==> config.mk <==
export PLATFORM = sky130hd
export DESIGN_NAME = calc_top
export DESIGN_NICKNAME = d
export VERILOG_FILES = /design/src/common/calc_pkg.sv /design/src/hw/calc_bypass.sv /design/src/hw/calc_comp_pipe.sv /design/src/hw/calc_pipe_int.sv /design/src/hw/calc_pipe_long.sv /design/src/hw/calc_pipe_mul.sv /design/src/hw/calc_top.sv
export SDC_FILE = /design/constraint.sdc
export NUM_CORES = 2
export LEC_CHECK = 0
export BUFFER_PORTS_ARGS = -buffer_cell sky130_fd_sc_hd__buf_2
export CORE_MARGIN = 8
export CORE_UTILIZATION = 65
export CTS_CLUSTER_DIAMETER = 120
export DETAILED_ROUTE_END_ITERATION = 6
export PLACE_DENSITY = 0.93
export SYNTH_ARGS = -nofsm -noshare
export SYNTH_HDL_FRONTEND = slang
export SYNTH_SLANG_ARGS = --single-unit
==> constraint.sdc <==
create_clock -name clk_i -period 8.2 [get_ports clk_i]
set_input_delay 2.05 -clock clk_i [delete_from_list [all_inputs] [get_ports clk_i]]
set_output_delay 2.05 -clock clk_i [all_outputs]
set_load 0.01 [all_outputs]
==> src/common/calc_pkg.sv <==
// Shared widths, operation codes and packet types for the integer execution back end
`default_nettype none

package calc_pkg;

  localparam int data_width_c = 32;

  // Completion depth counts the reservation as stage 0
  localparam int comp_stages_c = 3;

  typedef logic [data_width_c-1:0] data_t;
  typedef logic [4:0]              reg_addr_t;
  typedef logic [5:0]              div_count_t;

  typedef enum logic [2:0]
  {
    op_add,
    op_sub,
    op_and,
    op_xor,
    op_sltu,
    op_mul,
    op_divu,
    op_remu
  } calc_op_e;

  typedef struct packed
  {
    logic      v;
    calc_op_e  op;
    logic      rs1_r_v;
    logic      rs2_r_v;
    logic      rd_w_v;
    reg_addr_t rs1_addr;
    reg_addr_t rs2_addr;
    reg_addr_t rd_addr;
    data_t     rs1;
    data_t     rs2;
  } dispatch_pkt_t;

  typedef struct packed
  {
    logic      w_v;
    reg_addr_t rd_addr;
    data_t     rd_data;
  } wb_pkt_t;

endpackage

`default_nettype wire

==> src/hw/calc_bypass.sv <==
// Operand bypass network, forwards in-flight results to the instruction being dispatched
`timescale 1ns/1ps
`default_nettype none

module calc_bypass
  (
    input  calc_pkg::dispatch_pkt_t dispatch_pkt_i,
    input  calc_pkg::wb_pkt_t       stage0_i,
    input  calc_pkg::wb_pkt_t       stage1_n_i,
    input  calc_pkg::wb_pkt_t       stage1_i,
    input  calc_pkg::wb_pkt_t       stage2_n_i,
    input  calc_pkg::wb_pkt_t       iwb_pkt_i,
    output calc_pkg::data_t         rs1_o,
    output calc_pkg::data_t         rs2_o
  );

  import calc_pkg::*;

  // Index 0 is the youngest source
  wb_pkt_t [comp_stages_c-1:0] src_tag;
  data_t   [comp_stages_c-1:0] src_data;
  logic    [comp_stages_c-1:0] rs1_match;
  logic    [comp_stages_c-1:0] rs2_match;

  // A stage tag pairs with the data being written into the next stage
  assign src_tag  = {iwb_pkt_i, stage1_i, stage0_i};
  assign src_data = {iwb_pkt_i.rd_data, stage2_n_i.rd_data, stage1_n_i.rd_data};

  for (genvar i = 0; i < comp_stages_c; i++)
  begin : g_match
    assign rs1_match[i] = dispatch_pkt_i.rs1_r_v & src_tag[i].w_v
                          & (src_tag[i].rd_addr == dispatch_pkt_i.rs1_addr);
    assign rs2_match[i] = dispatch_pkt_i.rs2_r_v & src_tag[i].w_v
                          & (src_tag[i].rd_addr == dispatch_pkt_i.rs2_addr);
  end

  // Oldest first so the youngest match is applied last
  always_comb
  begin
    rs1_o = dispatch_pkt_i.rs1;
    rs2_o = dispatch_pkt_i.rs2;
    for (int i = comp_stages_c - 1; i >= 0; i--)
    begin
      if (rs1_match[i])
        rs1_o = src_data[i];
      if (rs2_match[i])
        rs2_o = src_data[i];
    end
  end

endmodule

`default_nettype wire

==> src/hw/calc_comp_pipe.sv <==
// Completion pipeline, merges pipe results into stage registers and arbitrates the writeback port
`timescale 1ns/1ps
`default_nettype none

module calc_comp_pipe
  (
    input  logic                    clk_i,
    input  logic                    rst_i,
    input  calc_pkg::dispatch_pkt_t reservation_i,
    input  calc_pkg::data_t         int_data_i,
    input  logic                    int_v_i,
    input  calc_pkg::data_t         mul_data_i,
    input  logic                    mul_v_i,
    input  calc_pkg::wb_pkt_t       long_pkt_i,
    input  logic                    long_v_i,
    output logic                    long_yumi_o,
    output calc_pkg::wb_pkt_t       stage0_o,
    output calc_pkg::wb_pkt_t       stage1_n_o,
    output calc_pkg::wb_pkt_t       stage1_o,
    output calc_pkg::wb_pkt_t       stage2_n_o,
    output calc_pkg::wb_pkt_t       iwb_pkt_o
  );

  import calc_pkg::*;

  wb_pkt_t                     stage0;
  wb_pkt_t [comp_stages_c-1:1] stage_n;
  wb_pkt_t [comp_stages_c-1:1] stage_r;

  // Divides write back on their own, so their tag never writes
  assign stage0.w_v     = reservation_i.v & reservation_i.rd_w_v
                          & ~(reservation_i.op inside {op_divu, op_remu});
  assign stage0.rd_addr = reservation_i.rd_addr;
  assign stage0.rd_data = '0;

  always_comb
  begin
    stage_n[1] = stage0;
    for (int i = 2; i < comp_stages_c; i++)
      stage_n[i] = stage_r[i-1];
    stage_n[1].rd_data |= int_v_i ? int_data_i : '0;
    stage_n[2].rd_data |= mul_v_i ? mul_data_i : '0;
  end

  always_ff @(posedge clk_i)
  begin
    stage_r <= stage_n;
    if (rst_i)
    begin
      for (int i = 1; i < comp_stages_c; i++)
        stage_r[i].w_v <= 1'b0;
    end
  end

  // Divide result slips in whenever the last stage is idle
  assign long_yumi_o = long_v_i & ~stage_r[comp_stages_c-1].w_v;
  assign iwb_pkt_o   = long_yumi_o ? long_pkt_i : stage_r[comp_stages_c-1];

  assign stage0_o   = stage0;
  assign stage1_n_o = stage_n[1];
  assign stage1_o   = stage_r[1];
  assign stage2_n_o = stage_n[2];

  // Each stage gets data from at most one pipe per instruction
  a_single_source: assert property (
    @(posedge clk_i) disable iff (rst_i)
    mul_v_i |-> (stage_r[1].rd_data == '0)
  );

endmodule

`default_nettype wire

==> src/hw/calc_pipe_int.sv <==
// Single-cycle integer ALU working straight off the reservation register
`timescale 1ns/1ps
`default_nettype none

module calc_pipe_int
  (
    input  calc_pkg::dispatch_pkt_t reservation_i,
    output calc_pkg::data_t         data_o,
    output logic                    v_o
  );

  import calc_pkg::*;

  data_t src1;
  data_t src2;

  assign src1 = reservation_i.rs1;
  assign src2 = reservation_i.rs2;

  always_comb
  begin
    case (reservation_i.op)
      op_add:  data_o = src1 + src2;
      op_sub:  data_o = src1 - src2;
      op_and:  data_o = src1 & src2;
      op_xor:  data_o = src1 ^ src2;
      op_sltu: data_o = data_t'(src1 < src2);
      default: data_o = '0;
    endcase
  end

  // Valid only for ops that complete here
  assign v_o = reservation_i.v
               & (reservation_i.op inside {op_add, op_sub, op_and, op_xor, op_sltu});

endmodule

`default_nettype wire

==> src/hw/calc_pipe_long.sv <==
// Iterative unsigned divide and remainder unit, holds its result until the writeback accepts it
`timescale 1ns/1ps
`default_nettype none

module calc_pipe_long
  (
    input  logic                    clk_i,
    input  logic                    rst_i,
    input  calc_pkg::dispatch_pkt_t reservation_i,
    output logic                    busy_o,
    output calc_pkg::wb_pkt_t       wb_pkt_o,
    output logic                    v_o,
    input  logic                    yumi_i
  );

  import calc_pkg::*;

  typedef enum logic [1:0]
  {
    state_idle,
    state_busy,
    state_done
  } state_e;

  state_e     state_r;
  state_e     state_n;
  data_t      quot_r;
  data_t      rem_r;
  data_t      divisor_r;
  div_count_t count_r;
  reg_addr_t  rd_addr_r;
  logic       rem_sel_r;
  logic       start;
  logic       last_iter;

  logic [data_width_c:0] shifted;
  logic [data_width_c:0] diff;

  assign start     = reservation_i.v & (reservation_i.op inside {op_divu, op_remu});
  assign last_iter = (state_r == state_busy)
                     & (count_r == div_count_t'(data_width_c - 1));

  // Restoring step, a borrow out of diff means the trial subtract failed
  assign shifted = {rem_r, quot_r[data_width_c-1]};
  assign diff    = shifted - {1'b0, divisor_r};

  always_comb
  begin
    state_n = state_r;
    case (state_r)
      state_idle: if (start) state_n = state_busy;
      state_busy: if (last_iter) state_n = state_done;
      state_done: if (yumi_i) state_n = state_idle;
      default:    state_n = state_idle;
    endcase
  end

  always_ff @(posedge clk_i)
  begin
    if (rst_i)
      state_r <= state_idle;
    else
      state_r <= state_n;
  end

  // Divide by zero falls out naturally as all ones and the dividend
  always_ff @(posedge clk_i)
  begin
    if (start)
    begin
      quot_r    <= reservation_i.rs1;
      rem_r     <= '0;
      divisor_r <= reservation_i.rs2;
      count_r   <= '0;
      rd_addr_r <= reservation_i.rd_addr;
      rem_sel_r <= (reservation_i.op == op_remu);
    end
    else if (state_r == state_busy)
    begin
      quot_r  <= {quot_r[data_width_c-2:0], ~diff[data_width_c]};
      rem_r   <= diff[data_width_c] ? shifted[data_width_c-1:0] : diff[data_width_c-1:0];
      count_r <= count_r + 6'd1;
    end
  end

  assign v_o              = (state_r == state_done);
  assign busy_o           = (state_r != state_idle) | start;
  assign wb_pkt_o.w_v     = v_o;
  assign wb_pkt_o.rd_addr = rd_addr_r;
  assign wb_pkt_o.rd_data = rem_sel_r ? rem_r : quot_r;

  // Issuer must hold off divides while busy
  a_no_start_when_busy: assert property (
    @(posedge clk_i) disable iff (rst_i)
    start |-> (state_r == state_idle)
  );

endmodule

`default_nettype wire

==> src/hw/calc_pipe_mul.sv <==
// Two-cycle integer multiplier, returns the low word of the product
`timescale 1ns/1ps
`default_nettype none

module calc_pipe_mul
  (
    input  logic                    clk_i,
    input  logic                    rst_i,
    input  calc_pkg::dispatch_pkt_t reservation_i,
    output calc_pkg::data_t         data_o,
    output logic                    v_o
  );

  import calc_pkg::*;

  data_t product_r;
  logic  v_r;

  always_ff @(posedge clk_i)
  begin
    // Truncated to the operand width
    product_r <= reservation_i.rs1 * reservation_i.rs2;
    if (rst_i)
      v_r <= 1'b0;
    else
      v_r <= reservation_i.v & (reservation_i.op == op_mul);
  end

  assign data_o = product_r;
  assign v_o    = v_r;

endmodule

`default_nettype wire

==> src/hw/calc_top.sv <==
// Top level of the integer back end, holds the reservation register and wires up the pipes
`timescale 1ns/1ps
`default_nettype none

module calc_top
  (
    input  logic                    clk_i,
    input  logic                    rst_i,
    input  calc_pkg::dispatch_pkt_t dispatch_pkt_i,
    output calc_pkg::wb_pkt_t       iwb_pkt_o,
    output logic                    idiv_busy_o
  );

  import calc_pkg::*;

  dispatch_pkt_t reservation_n;
  dispatch_pkt_t reservation_r;
  data_t         bypass_rs1;
  data_t         bypass_rs2;
  data_t         int_data;
  logic          int_v;
  data_t         mul_data;
  logic          mul_v;
  wb_pkt_t       long_pkt;
  logic          long_v;
  logic          long_yumi;
  wb_pkt_t       stage0;
  wb_pkt_t       stage1_n;
  wb_pkt_t       stage1;
  wb_pkt_t       stage2_n;
  logic          mul_hazard;

  calc_bypass u_bypass
  (
    .dispatch_pkt_i (dispatch_pkt_i),
    .stage0_i       (stage0),
    .stage1_n_i     (stage1_n),
    .stage1_i       (stage1),
    .stage2_n_i     (stage2_n),
    .iwb_pkt_i      (iwb_pkt_o),
    .rs1_o          (bypass_rs1),
    .rs2_o          (bypass_rs2)
  );

  always_comb
  begin
    reservation_n     = dispatch_pkt_i;
    reservation_n.rs1 = bypass_rs1;
    reservation_n.rs2 = bypass_rs2;
  end

  always_ff @(posedge clk_i)
  begin
    reservation_r <= reservation_n;
    if (rst_i)
      reservation_r.v <= 1'b0;
  end

  calc_pipe_int u_pipe_int
  (
    .reservation_i (reservation_r),
    .data_o        (int_data),
    .v_o           (int_v)
  );

  calc_pipe_mul u_pipe_mul
  (
    .clk_i         (clk_i),
    .rst_i         (rst_i),
    .reservation_i (reservation_r),
    .data_o        (mul_data),
    .v_o           (mul_v)
  );

  calc_pipe_long u_pipe_long
  (
    .clk_i         (clk_i),
    .rst_i         (rst_i),
    .reservation_i (reservation_r),
    .busy_o        (idiv_busy_o),
    .wb_pkt_o      (long_pkt),
    .v_o           (long_v),
    .yumi_i        (long_yumi)
  );

  calc_comp_pipe u_comp_pipe
  (
    .clk_i         (clk_i),
    .rst_i         (rst_i),
    .reservation_i (reservation_r),
    .int_data_i    (int_data),
    .int_v_i       (int_v),
    .mul_data_i    (mul_data),
    .mul_v_i       (mul_v),
    .long_pkt_i    (long_pkt),
    .long_v_i      (long_v),
    .long_yumi_o   (long_yumi),
    .stage0_o      (stage0),
    .stage1_n_o    (stage1_n),
    .stage1_o      (stage1),
    .stage2_n_o    (stage2_n),
    .iwb_pkt_o     (iwb_pkt_o)
  );

  // Multiply result is not yet available to the next dispatch
  assign mul_hazard = dispatch_pkt_i.v & reservation_r.v & reservation_r.rd_w_v
                      & (reservation_r.op == op_mul)
                      & ((dispatch_pkt_i.rs1_r_v
                          & (dispatch_pkt_i.rs1_addr == reservation_r.rd_addr))
                         | (dispatch_pkt_i.rs2_r_v
                          & (dispatch_pkt_i.rs2_addr == reservation_r.rd_addr)));

  a_no_mul_bypass: assert property (
    @(posedge clk_i) disable iff (rst_i)
    !mul_hazard
  );

endmodule

`default_nettype wire

After elaboration in Yosys (flattened, before gate mapping)
Cells that the tools add are included.
- equality and inequality tests: 19
- $mul: 1
- multiplexer cells: 18
- $lt $le $gt $ge: 1
- reductions and logical operators: 7
- bitwise operators: 26
- add/sub/neg operators: 4
- operator list (operator ; number):
    32-bit 2-to-1 mux ; 12
    32-bit one-hot mux with 5 select lines ; 1
    38-bit 2-to-1 mux ; 1
    33-bit by 32-bit subtractor with 33-bit output ; 1
    32-bit adder ; 1
    32-bit AND ; 1
    32-bit < comparator ; 1
    32-bit by 32-bit multiplier with 32-bit output ; 1
    32-bit bitwise OR ; 1
    32-bit subtractor ; 1
    32-bit XOR ; 1
    5-bit == test ; 6
    1-bit AND ; 19
    3-bit == test, second input constant ; 4
    6-bit by 1-bit adder with 6-bit output, second input constant ; 1
    3-bit by 2-bit == test with 1-bit output, second input constant ; 2
    6-bit by 5-bit == test with 1-bit output, second input constant ; 1
    2-bit 2-to-1 mux ; 3
    2-bit one-hot mux with 3 select lines ; 1
    2-bit nonzero test ; 3
    5-bit nonzero test ; 1
    2-bit by 1-bit inequality test with 1-bit output, second input constant ; 2
    3-bit by 1-bit == test with 1-bit output, second input constant ; 1
    3-bit logical NOT ; 1
    other kinds (7) ; 9
- word-level logic and storage cells: 97
- input bits: 88
- output and inout bits: 39
- bits in registers: 293

Longest topological paths before layout
- depth after elaboration: 8
- gate-level depth with buffers: 30

Modules after synthesis
A second synthesis with hierarchy kept.
- cell total of the unflattened synthesis: 3871
- area, all modules: 35098.7 um^2
- by module, submodules not included (module ; area each (um^2) ; sequential area each (um^2) ; instances ; cells each):
    calc_pipe_mul ; 16524.6 ; 660.6 ; 1 ; 1748
    calc_pipe_long ; 6581.3 ; 2902.8 ; 1 ; 699
    calc_pipe_int ; 4125.2 ; 0.0 ; 1 ; 642
    calc_comp_pipe ; 3231.8 ; 1521.5 ; 1 ; 281
    calc_bypass ; 2900.3 ; 0.0 ; 1 ; 414
    calc_top ; 1735.4 ; 1721.7 ; 1 ; 87

Worst setup path after synthesis
No wires, ideal clock.
- path kind: register to register
- start point: register reservation_r[2] (netlist name)
- end point: register u_pipe_mul.product_r[29] (netlist: u_pipe_mul.data_o[29])
- required time: 8.128 ns
- arrival: 6.994 ns
- path slack: 1.134 ns
- stages on the path, launching flop included: 29
- period minus slack after synthesis: 7.066 ns
- cells stage by stage: dfxtp_1 > clkbuf_1 > clkbuf_1 > nand2_1 > fa_1 > fa_1 > fa_1 > fa_1 > inv_1 > fa_1 > inv_1 > fa_1 > inv_1 > fa_1 > inv_1 > fa_1 > inv_1 > ha_1 > a21oi_1 > o21ai_0 > nor2_1 > a21oi_2 > a21o_1 > a21oi_2 > o211ai_1 > a31o_2 > a21o_1 > a21oi_2 > xnor2_1
- word-level cells in the longest chain between the ends: 1
- RTL lines (item ; RTL line ; RTL):
    start: declaration ; calc_top.sv:17 ; dispatch_pkt_t reservation_r;
    start signal: assignment ; calc_top.sv:54 ; reservation_r <= reservation_n;
    32-bit by 32-bit multiplier with 32-bit output ; calc_pipe_mul.sv:22 ; product_r <= reservation_i.rs1 * reservation_i.rs2;
    end signal: assignment ; calc_pipe_mul.sv:22 ;
    end: declaration ; calc_pipe_mul.sv:16 ; data_t product_r;
No other way between the ends.
A chain may end at the register's enable or synchronous reset.

Worst setup path in the final report
- start point: register reservation_r[7] (netlist name)
- end point: register u_pipe_mul.product_r[29] (netlist: u_pipe_mul.data_o[29])
Same word-level chain as after synthesis.

==> impl_results.md <==
* First-pass GRT wire length at 161.0 mm
* CTS Buf Count at 31
* HPWL after DPL at 81.71 mm
* Max cap viols at 0
* Cell variety after synth at 87
* Worst skew pair latency at 590 ps
* Detailed Routing Iterations Pass 1 at 7
* Synth Cell Area at 0.03263 sq mm
* Worst rel slew slack at 27.49%
* Setup Buffers After CTS at 0
* Fill cells at 3568
* Initial Util at 65.44%
* Proportion of netlist area held by the largest area contributor at 25.22%
* Ys async rst share at 0%
* Congestion Overflow GR at 0
* Die Span X at 240.1 um
* Hold Buf Count CTS at 0
* Via density at 6.229
* Antenna violations before repair at 2
* CP max stage delay at 720 ps
* Drt total wl at 104.0 mm
* Outcome: finished clean
* Clock sink count at 293
* Area leader, netlist: fa_1
* Worst Tran Pin Value at 1084 ps
* Die area at 0.05763 sq mm
* Die height at 240.1 um
* CTS tree: done
* Final slew viol count at 0
* Worst Path Class, Setup: flop to flop
* Fin crit period at 7637 ps
* Fmax at 130.9 MHz
* Crit path DAT at 8150 ps
* Final Setup Violations at 0
* Clock Skew at 18.76 ps
* Worst EP required at 8710 ps
* TNS Setup at 0 ps
* Detail Route Antenna Nets at 0
* CP Max Fanout at 15
* IO Pins at 127
* RSZ-0062 raised after global routing: no
* Ranking of synthesized cells by area: fa_1 25%, dfxtp_1 14%, ha_1 8.4%
* Syn Area/Cell at 8.750 sq um
* Post-DR wirelength/cell at 23.33 um
* Synth top cells by count: 539 x inv_1, 507 x nand2_1, 411 x fa_1
* Row count at 82
* GPL Wtd Cong at 1.049
* Via count at 27760
* Post-Syn Nets at 4448
* EDFF count, synth at 70
* Vias in the first global route at 28400
* Core area at 0.04986 sq mm
* CP top delay family: adder cells
* Period Utilization, post-route at 93.14%
* Yosys reg bits at 293
* Synth Flop Type: dfxtp_1
* Fin nets at 4481
* Area Overhead vs Synth at 7.098%
* Max H-tree Level at 1
* Crit. End Element: flop
* Remaining DRCs at 0
* Share of cells above drive strength 1 at 8.217%
* Slowest CP cell: dfxtp_1
* Pin count of the biggest net entering global routing at 80
* IO buf count at 126
* Clock Path Buffers at 3
* Sequential area share after synthesis at 20.12%
* CTS Root Cell: clkbuf_16
* Final Hold Fails at 0
* Clk slew on worst S/H paths at 70 ps
* Crit start category: flop
* Diodes inserted at 0
* Post-cts repair resize count at 0
* Min-Delay Path Class: flop to flop
* Count leader, synth: inv_1
* DR iter-0 viols at 3443
* Overall Global Routing Usage at 36.12%
* WP buf/inv at 6
* Mapped Cells at 3729
* YS warnings at 0
## cell families after synthesis
kind of cell	count (synthesis)	synth area share, %
AO/OA/AOI/OAI	624	12.42
AND/OR/NAND/NOR	1143	16.60
buffers and inverters	741	8.643
adder cells (fa/ha/maj)	631	33.65
multiplexers	122	3.819
XOR/XNOR	175	4.743
flip-flops	293	20.12
## metrics by stage
step | area, sq um | util [%] | instances | worst slack [ps] | hold slack, ps
final | 34950 | 70.08 | 4457 | 562.8 | 391.5
after global routing | 34950 | 70.08 | 4457 | 230.9 | 399.9
after CTS | 34950 | 70.08 | 4457 | 625.3 | 390.2
after detailed placement | 33890 | 67.97 | 4401 | 714.0 | 381.6
after global placement | 33890 | 67.97 | 4401 | 842.0 | 379.5
after floorplan | 32630 | - | 3729 | 1134 | 373.9
## registers in the layout, indices dropped and copies added, names as in the netlist
| name | flops |
|---|---|
| reservation_r | 74 |
| u_comp_pipe.stage1_o | 38 |
| u_comp_pipe.stage_r | 38 |
| u_pipe_long.divisor_r | 32 |
| u_pipe_long.quot_r | 32 |
| u_pipe_long.rem_r | 32 |
| u_pipe_mul.data_o | 32 |
| u_pipe_long.count_r | 6 |
| u_pipe_long.rd_addr_r | 5 |
| u_pipe_long.state_r | 2 |
| u_pipe_long.rem_sel_r | 1 |
| u_pipe_mul.v_o | 1 |
## final timing paths
| kind | startpoint | endpoint | cells past startpoint | slack (ps) |
|---|---|---|---|---|
| hold reg to reg | u_comp_pipe.stage1_o[32]$_DFF_P_ | u_comp_pipe.stage_r[70]$_DFF_P_ | 0 | 390 |
| hold / removal | u_comp_pipe.stage1_o[32]$_DFF_P_ | u_comp_pipe.stage_r[70]$_DFF_P_ | 0 | 390 |
| setup reg to reg | reservation_r[7]$_DFF_P_ | u_pipe_mul.data_o[29]$_DFF_P_ | 28 | 560 |
| setup / recovery | reservation_r[7]$_DFF_P_ | u_pipe_mul.data_o[29]$_DFF_P_ | 28 | 560 |
## metal layers
metal | GRT usage [%] | vias up | routed length [um]
met5 | 0 | - | 25
met4 | 19.80 | 4 | 7023
met3 | 10.04 | 476 | 13660
met2 | 57.13 | 1937 | 46610
met1 | 44.59 | 13350 | 36660
li1 | - | 12000 | -
## cells in the final DEF, fill, tap and decap left out, types with 7 or more instances in the layout
cell	count
buf_2	126
o21bai_1	17
clkbuf_16	33
dfxtp_1	223
and3_1	11
o31ai_1	9
a211oi_1	16
o21ai_1	23
ha_1	220
a31oi_1	28
o211ai_1	47
xor2_1	49
nand2_1	507
a21o_1	56
inv_1	539
nor2b_1	21
mux2_2	10
a211o_1	7
or3_1	11
clkinv_2	7
mux2i_1	111
o21ai_0	168
buf_4	73
and2_1	281
a21oi_1	150
fa_1	411
nand2b_1	28
xnor2_1	124
nand4_1	18
nor4_1	11
a21oi_2	7
o21a_1	14
nor2_1	182
nor3_1	23
edfxtp_1	70
nand3_1	23
## final cells by class
cell class	instances	area, sq um	share of cell area [%]
Clock buffer	41	885.9	2.535
Inverter	542	2034	5.822
Sequential cell	293	6566	18.79
Timing Repair Buffer	199	1179	3.373
Clock inverter	15	168.9	0.4834
Tap cell	672	840.8	2.406
Multi-Input combinational cell	2695	23270	66.59
Power is left out: the tool's default activity adds up to more than one toggle a clock period on the data nets, which glitch-free logic cannot reach.
